### src/hw/core_out_config.svh
/*
 * build-time sizes for the core output adapter
 * color and sound widths follow the game core and are not meant to vary
 * bit cycles must stay a power of two for the serializer bit counter
 */

`ifndef CORE_OUT_CONFIG_SVH
`define CORE_OUT_CONFIG_SVH

// game side
`define CORE_OUT_COLOR_WIDTH 4
`define CORE_OUT_SOUND_WIDTH 16

// serial audio framing
`define CORE_OUT_I2S_SLOT_BITS 32

// clocks per serial bit, power of two
`define CORE_OUT_I2S_BIT_CYCLES 4

`endif

### src/hw/core_out_pkg.sv
/*
 * types shared by the output adapter
 * the rgb word is built per channel and leaves as one flat 24-bit bus
 */

`default_nettype none

package core_out_pkg;

    // scaler video word, red in the top byte
    typedef union packed {
        struct packed {
            logic [7:0] red;
            logic [7:0] green;
            logic [7:0] blue;
        } channels;
        logic [23:0] bus;
    } rgb_word_u;

endpackage

`default_nettype wire

### src/hw/game_video_if.sv
/*
 * captured game video between the capture stage and the formatter
 * every signal is a registered level, the fall flags last one cycle
 */

`timescale 1ns/1ns
`default_nettype none

`include "core_out_config.svh"

interface game_video_if;

    logic [`CORE_OUT_COLOR_WIDTH-1:0] red;
    logic [`CORE_OUT_COLOR_WIDTH-1:0] green;
    logic [`CORE_OUT_COLOR_WIDTH-1:0] blue;
    logic hblank;
    logic vblank;
    logic ce_pix;

    // one-cycle marks of a falling sync
    logic hs_fall;
    logic vs_fall;

    modport source (output red, green, blue, hblank, vblank, ce_pix, hs_fall, vs_fall);

    modport sink (input red, green, blue, hblank, vblank, ce_pix, hs_fall, vs_fall);

endinterface

`default_nettype wire

### src/hw/core_out_top.sv
/*
 * output adapter of the arcade core, single clock domain
 * video outputs lag the game inputs by two cycles, sync pulses by three
 * audio is serial with lrck, no master clock output
 */

`timescale 1ns/1ns
`default_nettype none

`include "core_out_config.svh"

module core_out_top (
    input  logic clk_12_288_mhz,
    input  logic reset,

    // game side
    input  logic [`CORE_OUT_COLOR_WIDTH-1:0] game_red,
    input  logic [`CORE_OUT_COLOR_WIDTH-1:0] game_green,
    input  logic [`CORE_OUT_COLOR_WIDTH-1:0] game_blue,
    input  logic game_hsync,
    input  logic game_vsync,
    input  logic game_hblank,
    input  logic game_vblank,
    input  logic game_ce_pix,
    input  logic signed [`CORE_OUT_SOUND_WIDTH-1:0] game_sound,

    // scaler side
    output logic [$bits(core_out_pkg::rgb_word_u)-1:0] video_rgb,
    output logic video_de,
    output logic video_skip,
    output logic video_hs,
    output logic video_vs,
    output logic audio_dac,
    output logic audio_lrck
);

    import core_out_pkg::*;

    game_video_if video_link ();

    logic signed [`CORE_OUT_SOUND_WIDTH-1:0] captured_sound;
    rgb_word_u formatted_rgb;

    //////////////////////////////////////////////////////////////////////
    // input side
    //////////////////////////////////////////////////////////////////////

    game_signal_capture u_capture (
        .clk_12_288_mhz (clk_12_288_mhz),
        .reset          (reset),
        .game_red       (game_red),
        .game_green     (game_green),
        .game_blue      (game_blue),
        .game_hsync     (game_hsync),
        .game_vsync     (game_vsync),
        .game_hblank    (game_hblank),
        .game_vblank    (game_vblank),
        .game_ce_pix    (game_ce_pix),
        .game_sound     (game_sound),
        .video          (video_link.source),
        .sound          (captured_sound)
    );

    //////////////////////////////////////////////////////////////////////
    // video and audio outputs
    //////////////////////////////////////////////////////////////////////

    video_formatter u_formatter (
        .clk_12_288_mhz (clk_12_288_mhz),
        .reset          (reset),
        .video          (video_link.sink),
        .rgb            (formatted_rgb),
        .de             (video_de),
        .skip           (video_skip),
        .hs             (video_hs),
        .vs             (video_vs)
    );

    i2s_serializer u_serializer (
        .clk_12_288_mhz (clk_12_288_mhz),
        .reset          (reset),
        .sample         (captured_sound),
        .dac            (audio_dac),
        .lrck           (audio_lrck)
    );

    // flat bus view to the scaler
    assign video_rgb = formatted_rgb.bus;

endmodule

`default_nettype wire

### src/hw/game_signal_capture.sv
/*
 * input boundary registers for game video and sound
 * syncs are active low, a fall flag shows one cycle after the captured low
 * reset holds blanks and syncs high so no false sync edge appears
 */

`timescale 1ns/1ns
`default_nettype none

`include "core_out_config.svh"

module game_signal_capture (
    input  logic clk_12_288_mhz,
    input  logic reset,

    input  logic [`CORE_OUT_COLOR_WIDTH-1:0] game_red,
    input  logic [`CORE_OUT_COLOR_WIDTH-1:0] game_green,
    input  logic [`CORE_OUT_COLOR_WIDTH-1:0] game_blue,
    input  logic game_hsync,
    input  logic game_vsync,
    input  logic game_hblank,
    input  logic game_vblank,
    input  logic game_ce_pix,
    input  logic signed [`CORE_OUT_SOUND_WIDTH-1:0] game_sound,

    game_video_if.source video,
    output logic signed [`CORE_OUT_SOUND_WIDTH-1:0] sound
);

    // captured syncs and their previous values
    logic hsync_q;
    logic vsync_q;
    logic hsync_d;
    logic vsync_d;

    //////////////////////////////////////////////////////////////////////
    // capture registers
    //////////////////////////////////////////////////////////////////////

    always_ff @(posedge clk_12_288_mhz) begin
        if (reset) begin
            video.red    <= '0;
            video.green  <= '0;
            video.blue   <= '0;
            video.hblank <= 1'b1;
            video.vblank <= 1'b1;
            video.ce_pix <= 1'b0;
            sound        <= '0;
            hsync_q      <= 1'b1;
            vsync_q      <= 1'b1;
            hsync_d      <= 1'b1;
            vsync_d      <= 1'b1;
        end else begin
            video.red    <= game_red;
            video.green  <= game_green;
            video.blue   <= game_blue;
            video.hblank <= game_hblank;
            video.vblank <= game_vblank;
            video.ce_pix <= game_ce_pix;
            sound        <= game_sound;
            hsync_q      <= game_hsync;
            vsync_q      <= game_vsync;
            hsync_d      <= hsync_q;
            vsync_d      <= vsync_q;
        end
    end

    //////////////////////////////////////////////////////////////////////
    // falling sync detect
    //////////////////////////////////////////////////////////////////////

    always_ff @(posedge clk_12_288_mhz) begin
        if (reset) begin
            video.hs_fall <= 1'b0;
            video.vs_fall <= 1'b0;
        end else begin
            // high before, low now
            video.hs_fall <= hsync_d & ~hsync_q;
            video.vs_fall <= vsync_d & ~vsync_q;
        end
    end

endmodule

`default_nettype wire

### src/hw/i2s_serializer.sv
/*
 * serial audio out, one sample per half-frame of 32 slots
 * slot 0 is zero, then the sample msb first, then zero fill
 * the same sample goes to both channels, lrck toggles every half-frame
 */

`timescale 1ns/1ns
`default_nettype none

`include "core_out_config.svh"

module i2s_serializer (
    input  logic clk_12_288_mhz,
    input  logic reset,

    input  logic signed [`CORE_OUT_SOUND_WIDTH-1:0] sample,

    output logic dac,
    output logic lrck
);

    localparam int slot_bits   = `CORE_OUT_I2S_SLOT_BITS;
    localparam int bit_cycles  = `CORE_OUT_I2S_BIT_CYCLES;
    localparam int sound_width = `CORE_OUT_SOUND_WIDTH;
    localparam int count_width = $clog2(slot_bits * bit_cycles);
    localparam int phase_width = $clog2(bit_cycles);
    localparam int fill_bits   = slot_bits - 1 - sound_width;

    logic [count_width-1:0] counter;
    logic [slot_bits-1:0] shifter;
    logic frame_edge;
    logic bit_edge;

    // counter wraps to zero on this edge
    assign frame_edge = &counter;

    // last cycle of a serial bit
    assign bit_edge = &counter[phase_width-1:0];

    //////////////////////////////////////////////////////////////////////
    // bit timing and shift register
    //////////////////////////////////////////////////////////////////////

    always_ff @(posedge clk_12_288_mhz) begin
        if (reset) begin
            counter <= '0;
            shifter <= '0;
            lrck    <= 1'b0;
        end else begin
            counter <= counter + 1'b1;
            if (frame_edge) begin
                // new half-frame, slot word loaded
                shifter <= {1'b0, sample, {fill_bits{1'b0}}};
                lrck    <= ~lrck;
            end else if (bit_edge) begin
                shifter <= {shifter[slot_bits-2:0], 1'b0};
            end
        end
    end

    assign dac = shifter[slot_bits-1];

endmodule

`default_nettype wire

### src/hw/video_formatter.sv
/*
 * scaler video from captured game video, all outputs registered
 * color nibbles are padded with low zero bits, not replicated
 */

`timescale 1ns/1ns
`default_nettype none

`include "core_out_config.svh"

module video_formatter (
    input  logic clk_12_288_mhz,
    input  logic reset,

    game_video_if.sink video,

    output core_out_pkg::rgb_word_u rgb,
    output logic de,
    output logic skip,
    output logic hs,
    output logic vs
);

    import core_out_pkg::*;

    localparam int pad_bits = 8 - `CORE_OUT_COLOR_WIDTH;

    logic de_next;
    rgb_word_u rgb_next;

    // active only with both blanks low
    assign de_next = ~(video.hblank | video.vblank);

    always_comb begin
        rgb_next = '0;
        if (de_next) begin
            rgb_next.channels.red   = {video.red, {pad_bits{1'b0}}};
            rgb_next.channels.green = {video.green, {pad_bits{1'b0}}};
            rgb_next.channels.blue  = {video.blue, {pad_bits{1'b0}}};
        end
    end

    //////////////////////////////////////////////////////////////////////
    // output registers
    //////////////////////////////////////////////////////////////////////

    always_ff @(posedge clk_12_288_mhz) begin
        if (reset) begin
            rgb  <= '0;
            de   <= 1'b0;
            skip <= 1'b0;
            hs   <= 1'b0;
            vs   <= 1'b0;
        end else begin
            rgb  <= rgb_next;
            de   <= de_next;
            // visible cycle without a new pixel
            skip <= de_next & ~video.ce_pix;
            hs   <= video.hs_fall;
            vs   <= video.vs_fall;
        end
    end

endmodule

`default_nettype wire

### config.mk
export PLATFORM = sky130hd
export DESIGN_NAME = core_out_top
export DESIGN_NICKNAME = d
export VERILOG_FILES = /design/src/hw/core_out_pkg.sv /design/src/hw/game_video_if.sv /design/src/hw/core_out_top.sv /design/src/hw/game_signal_capture.sv /design/src/hw/i2s_serializer.sv /design/src/hw/video_formatter.sv
export VERILOG_INCLUDE_DIRS = /design/src /design/src/hw
export SDC_FILE = /design/constraint.sdc
export NUM_CORES = 1
export LEC_CHECK = 0
export ABC_AREA = 0
export BUFFER_PORTS_ARGS = -buffer_cell sky130_fd_sc_hd__buf_2
export CORE_MARGIN = 10
export CORE_UTILIZATION = 58
export CTS_BUF_LIST = sky130_fd_sc_hd__clkbuf_2 sky130_fd_sc_hd__clkbuf_4 sky130_fd_sc_hd__clkbuf_8
export DETAILED_ROUTE_END_ITERATION = 10
export GPL_TIMING_DRIVEN = 0
export HOLD_SLACK_MARGIN = 0.02
export PLACE_DENSITY_LB_ADDON = 0.3
export SLEW_MARGIN = 20
export SYNTH_ARGS = -nofsm -noshare
export SYNTH_HDL_FRONTEND = slang
export SYNTH_SLANG_ARGS = --single-unit
### constraint.sdc
create_clock -name clk_12_288_mhz -period 2.8 [get_ports clk_12_288_mhz]
set_input_delay 0 -clock clk_12_288_mhz [delete_from_list [all_inputs] [get_ports clk_12_288_mhz]]
set_output_delay 0 -clock clk_12_288_mhz [all_outputs]
set_load 0.05 [all_outputs]
Yosys cells after proc, flatten, opt, wreduce, memory -nomap -nowiden
Index checks and enable logic that the tools add are counted.
Widths: inputs -> output; s select.
Word-level totals
  memories kept: 0
  register bits after elaboration: 90
  latch bits: 0
  RAM bits: 0
  output and inout port bits: 30
  memory bits (read-only): 0
  input port bits: 35
Cells by class
  bitwise logic cells: 9
  divide/modulo/power cells: 0
  eq/ne operators: 0
  reduce and logical (&&, ||, !) cells: 5
  multiply operators: 0
  muxes and demuxes: 2
  add/subtract/negate cells: 1
  $lt $le $gt $ge: 0
  shift operators: 0
Operators with widths (number)
  $mux 31: 2
  $add 7x1->7 const B: 1
  $reduce_and 7->1: 1
  $not 1->1: 5
  $reduce_or 2->1: 2
  $and 1x1->1: 3
  $reduce_and 2->1: 1
  $reduce_bool 2->1: 1
  $or 1x1->1: 1

Logic depth before layout (Yosys ltp)
  depth after elaboration: 3
  mapped depth: 7
  gate-level depth less buffers: 4

By module
From an unflattened synthesis, not the netlist that was laid out.
Unflattened totals
  cells, all modules: 254
  area total of the unflattened synthesis: 2730.1 µm²
Modules (own cells, without submodules)
  i2s_serializer: area an instance 1092.3 µm², cells an instance 129, instances 1
  game_signal_capture: area an instance 1008.5 µm², cells an instance 77, instances 1
  video_formatter: area an instance 629.4 µm², cells an instance 48, instances 1

Worst setup path before layout
OpenSTA, ideal clock, no wires.
  path kind: reg-to-reg
  start point: register u_serializer.counter[0]
  end point: register u_serializer.shifter[22]
  path slack: 1.352 ns
  clock period less this slack: 1.448 ns
  library setup time: 0.091 ns
  stages on the path, launching flop included: 8
  data arrival time: 1.357 ns
  path through: dfxtp_1 -> ha_1 -> buf_2 -> and4_1 -> buf_4 -> buf_6 -> nand3_1 -> a311oi_1
Between the ends
  cells in the longest elaborated chain, start to end: 2
  elaborated cells between the ends (all ways): 4
  those cells by class: 1 x mux; 3 x reduce/logical
Ends and longest elaborated chain
  start, declared: line i2s_serializer.sv:29  | logic [count_width-1:0] counter;
  start signal, assigned: line i2s_serializer.sv:50  | counter <= counter + 1'b1;
  $reduce_and 2->1: line i2s_serializer.sv:38  | assign bit_edge = &counter[phase_width-1:0];
  via u_serializer.bit_edge: line i2s_serializer.sv:32  | logic bit_edge;
  $reduce_bool 2->1 (no line)
  end signal, assigned: line i2s_serializer.sv:53  | shifter <= {1'b0, sample, {fill_bits{1'b0}}};
  end signal, assigned: line i2s_serializer.sv:56  | shifter <= {shifter[slot_bits-2:0], 1'b0};
  end, declared: line i2s_serializer.sv:30  | logic [slot_bits-1:0] shifter;
The timed path passes the listed nets, and every way through them passes these cells.
A chain may end at the register's enable or synchronous reset.

Worst setup path after layout
  start point: register u_serializer.counter[0]
  end point: register u_serializer.shifter[23]
The elaborated chain is that of the path after synthesis.

==> impl_metrics.yaml <==
placed_design:
  setup_slack_placement_ps: 1120
  gp_routability_congestion: 0.807
  dp.final_hpwl_mm: 3.85
  place.port_buffers: 51
floorplanning:
  number_of_placement_rows: 24
  fp.dieW_um: 87.0
  top_level_ports: 65
  initial_core_util_pct: 59.7
  die_area_um2: 7560
  die_h_um: 87.0
  floorplan.core_area_um2: 4350
finish:
  syn2layout_area_growth_pct: 35.9
  antenna-diode-count: 0
  drive_gt1_share_pct: 24.9
  commonest_non_fill_non_tap_cell_in_the_layout: "sky130_fd_sc_hd__dfxtp_1"
  layout_common_cells: "78 x sky130_fd_sc_hd__dfxtp_1, 54 x sky130_fd_sc_hd__buf_2, 33 x sky130_fd_sc_hd__dlygate4sd3_1, 32 x sky130_fd_sc_hd__nor2b_1, 21 x sky130_fd_sc_hd__nor2_1"
  layout.filler_cells: 257
  fin_nets: 397
timing:
  headroom_to_the_max_slew_limit_pct: 65.1
  rsz0062_at_grt: "false"
  timing.final.crit_share_pct: 64.4
  whs_ps: 41.8
  number_of_endpoints_failing_setup_at_the_final_stage: 0
  finalSetupTns_ps: 0
  timing.final.ws_setup_ps: 998
  report.final.hold_viol_count: 0
  fmax_ghz: 0.555
  worstMarginPinSlew_ps: 524
  timing.clock.skew_ps: 7.48
  layout_min_cycle_time_ps: 1800
  slew_viol_final: 0
global_routing:
  global_route_wire_length_before_repair_mm: 10.5
  grt-ovfl-total: 0
  grt_max_degree: 14
  grt_util_all_layers_pct: 17.5
  via_count_of_the_first_global_routing_pass: 2270
  grt_antenna_before_repair: 0
critical_path:
  worst-path-max-fanout: 10
  max_stage_delay_ps: 340
  timing.critical_path.cells: "ha_1, buf_2, nand4_2, clkbuf_1, o21ai_0, a311oi_1"
  setup.worst_path.start_class: "flop"
  critical_path.startpoint: "u_serializer.counter[0]"
  reg_to_reg_slack_setup_ps: 1000
  cp.arrival_ps: 2050
  worstSetupPathType: "flop to flop"
  critical-path-slowest-cell: "sky130_fd_sc_hd__clkbuf_1"
  end_kind: "flop"
  crit-reg2reg-launch: "u_serializer.counter[0]"
  worstPathRequired_ps: 3050
clocking:
  cts-buffers-inserted: 9
  ctsRootBufferMaster: "sky130_fd_sc_hd__clkbuf_8"
  post_cts.repair.setup_buffers: 0
  cts_max_level: 3
  clk-insertion-delay-late_ps: 360
  cts_buffer_depth: 2
  tritoncts_clock_tree: "yes"
  tritoncts_num_sinks: 78
  worst_setup_hold_path_clk_slew_ps: 80
routing:
  routed_wire_length_per_instance_um: 15.2
  antenna_left: 0
  first_iter_violations: 160
  drt_drc_violations_left: 0
  detailroute.via_count: 2102
  final_wl_mm: 6.34
  first_pass_iters: 4
  post_drt_via_cell_ratio: 5.03
flow_run:
  drv.max_cap_violation_count: 0
synth:
  postSynthAreaPerCell_um2: 10.2
  yosysSeqAreaShare_pct: 60.1
  synth_area_um2: 2600
  synth_warnings: 0
  synth_cells: 255
  post_synth_cell_types: 28
  synth_seq_cells: 78
run_status:
  status: "finished clean"
pwr:
  pleak_nw: 1.50
  power_density_nw_per_um2: 669
  irDropWorstVdd_mv: 0.559
hold_path:
  min-delay-path-class: "primary input to flop"
  min-delay-start: "reset"
==> sequential cells by signal (all words and copies together) (netlist names), 4 cells and up <==
register,count
u_capture.sound,16
u_serializer.shifter,17
u_capture.video.red,4
u_formatter.rgb,12
u_capture.video.green,4
u_capture.video.blue,4
u_serializer.counter,7
==> repair_timing <==
| action | 4_1_cts | 5_1_grt |
|---|---|---|
| gates resized for setup | 0 | 0 |
| endpoints found under the hold margin | 33 | 0 |
| hold buffers | 33 | 0 |
==> logic make-up after synthesis <==
| family | Yosys count | share of synthesized area, % |
|---|---|---|
| xor+xnor | 3 | 1.01 |
| other cells | 1 | 0.144 |
| fa+ha+maj | 1 | 0.481 |
| buf+inv | 33 | 7.07 |
| compound gates | 38 | 9.58 |
| simple gates | 100 | 21.3 |
| flops | 78 | 60.1 |
| mux | 1 | 0.385 |
==> area by class of cell <==
| type | instances | area, µm² | area share (%) |
|---|---|---|---|
| inverter | 3 | 11.3 | 0.319 |
| buffer | 30 | 173 | 4.89 |
| clock buffer | 12 | 165 | 4.67 |
| multi-input combinational | 155 | 896 | 25.4 |
| sequential | 78 | 1560 | 44.2 |
| clock inverter | 4 | 76.3 | 2.16 |
| timing repair buffer | 84 | 586 | 16.6 |
| tap | 52 | 65.1 | 1.84 |
==> final timing paths <==
| kind | end | depth (start not counted) |
|---|---|---|
| min reg2reg | u_formatter.skip | 1 |
| max reg2reg | u_serializer.shifter[23] | 6 |
| max | u_serializer.shifter[23] | 6 |
| min | u_capture.video.red[2] | 2 |
==> per-layer routing <==
metal | share of wire, % | global-route usage [%] | vias to the layer above
met4 | 2.3 | 10.0 | 0
met5 | 0 | 0 | -
li1 | - | - | 1041
met3 | 7.7 | 7.40 | 14
met2 | 52 | 29.5 | 67
met1 | 38 | 17.6 | 980
==> per-stage QoR <==
stage | cells | util, % | cell area [µm²] | power (mW)
CTS | 418 | 81.1 | 3530 | 2.36
global route | 418 | 81.1 | 3530 | 2.44
floorplan | 266 | - | 2640 | 1.31
global placement | 369 | 68.0 | 2960 | 1.35
finish | 418 | 81.1 | 3530 | 2.36
detailed placement | 369 | 68.0 | 2960 | 1.35
==> where the power goes <==
group	switching (mW)	total [mW]	internal, mW
logic	0.106	0.199	0.0930
clock network	0.414	0.992	0.578
registers	0.0183	1.17	1.15
==> synth_stat cells, drive strengths merged <==
library cell	instances	area share [%]
a311oi	15	5.1
and2	13	3.1
a21oi	4	0.77
nand2	2	0.29
or3	3	0.72
dfxtp	78	60
inv	3	0.43
ha	1	0.48
nor2b	32	7.7
nand3	18	3.5
xor2	2	0.67
nand4	1	0.48
nor3	1	0.19
nor4	1	0.24
xnor2	1	0.34
nor2	21	3.0
o21ai	18	3.5
mux2i	1	0.39
nand2b	1	0.24
clkbuf	12	1.7
or2	6	1.4
conb	1	0.14
buf	18	4.9
a211oi	1	0.29
and4	1	0.34
==> worst max-delay path: cells and delay by family, from the launching register on <==
kind	cells	cell delay, ps
AND/OR/NAND/NOR	1	170
flip-flops	1	330
adder cells (fa/ha/maj)	1	190
buffers and inverters	2	510
AO/OA/AOI/OAI	2	490
(Power assumes the default switching activity.)
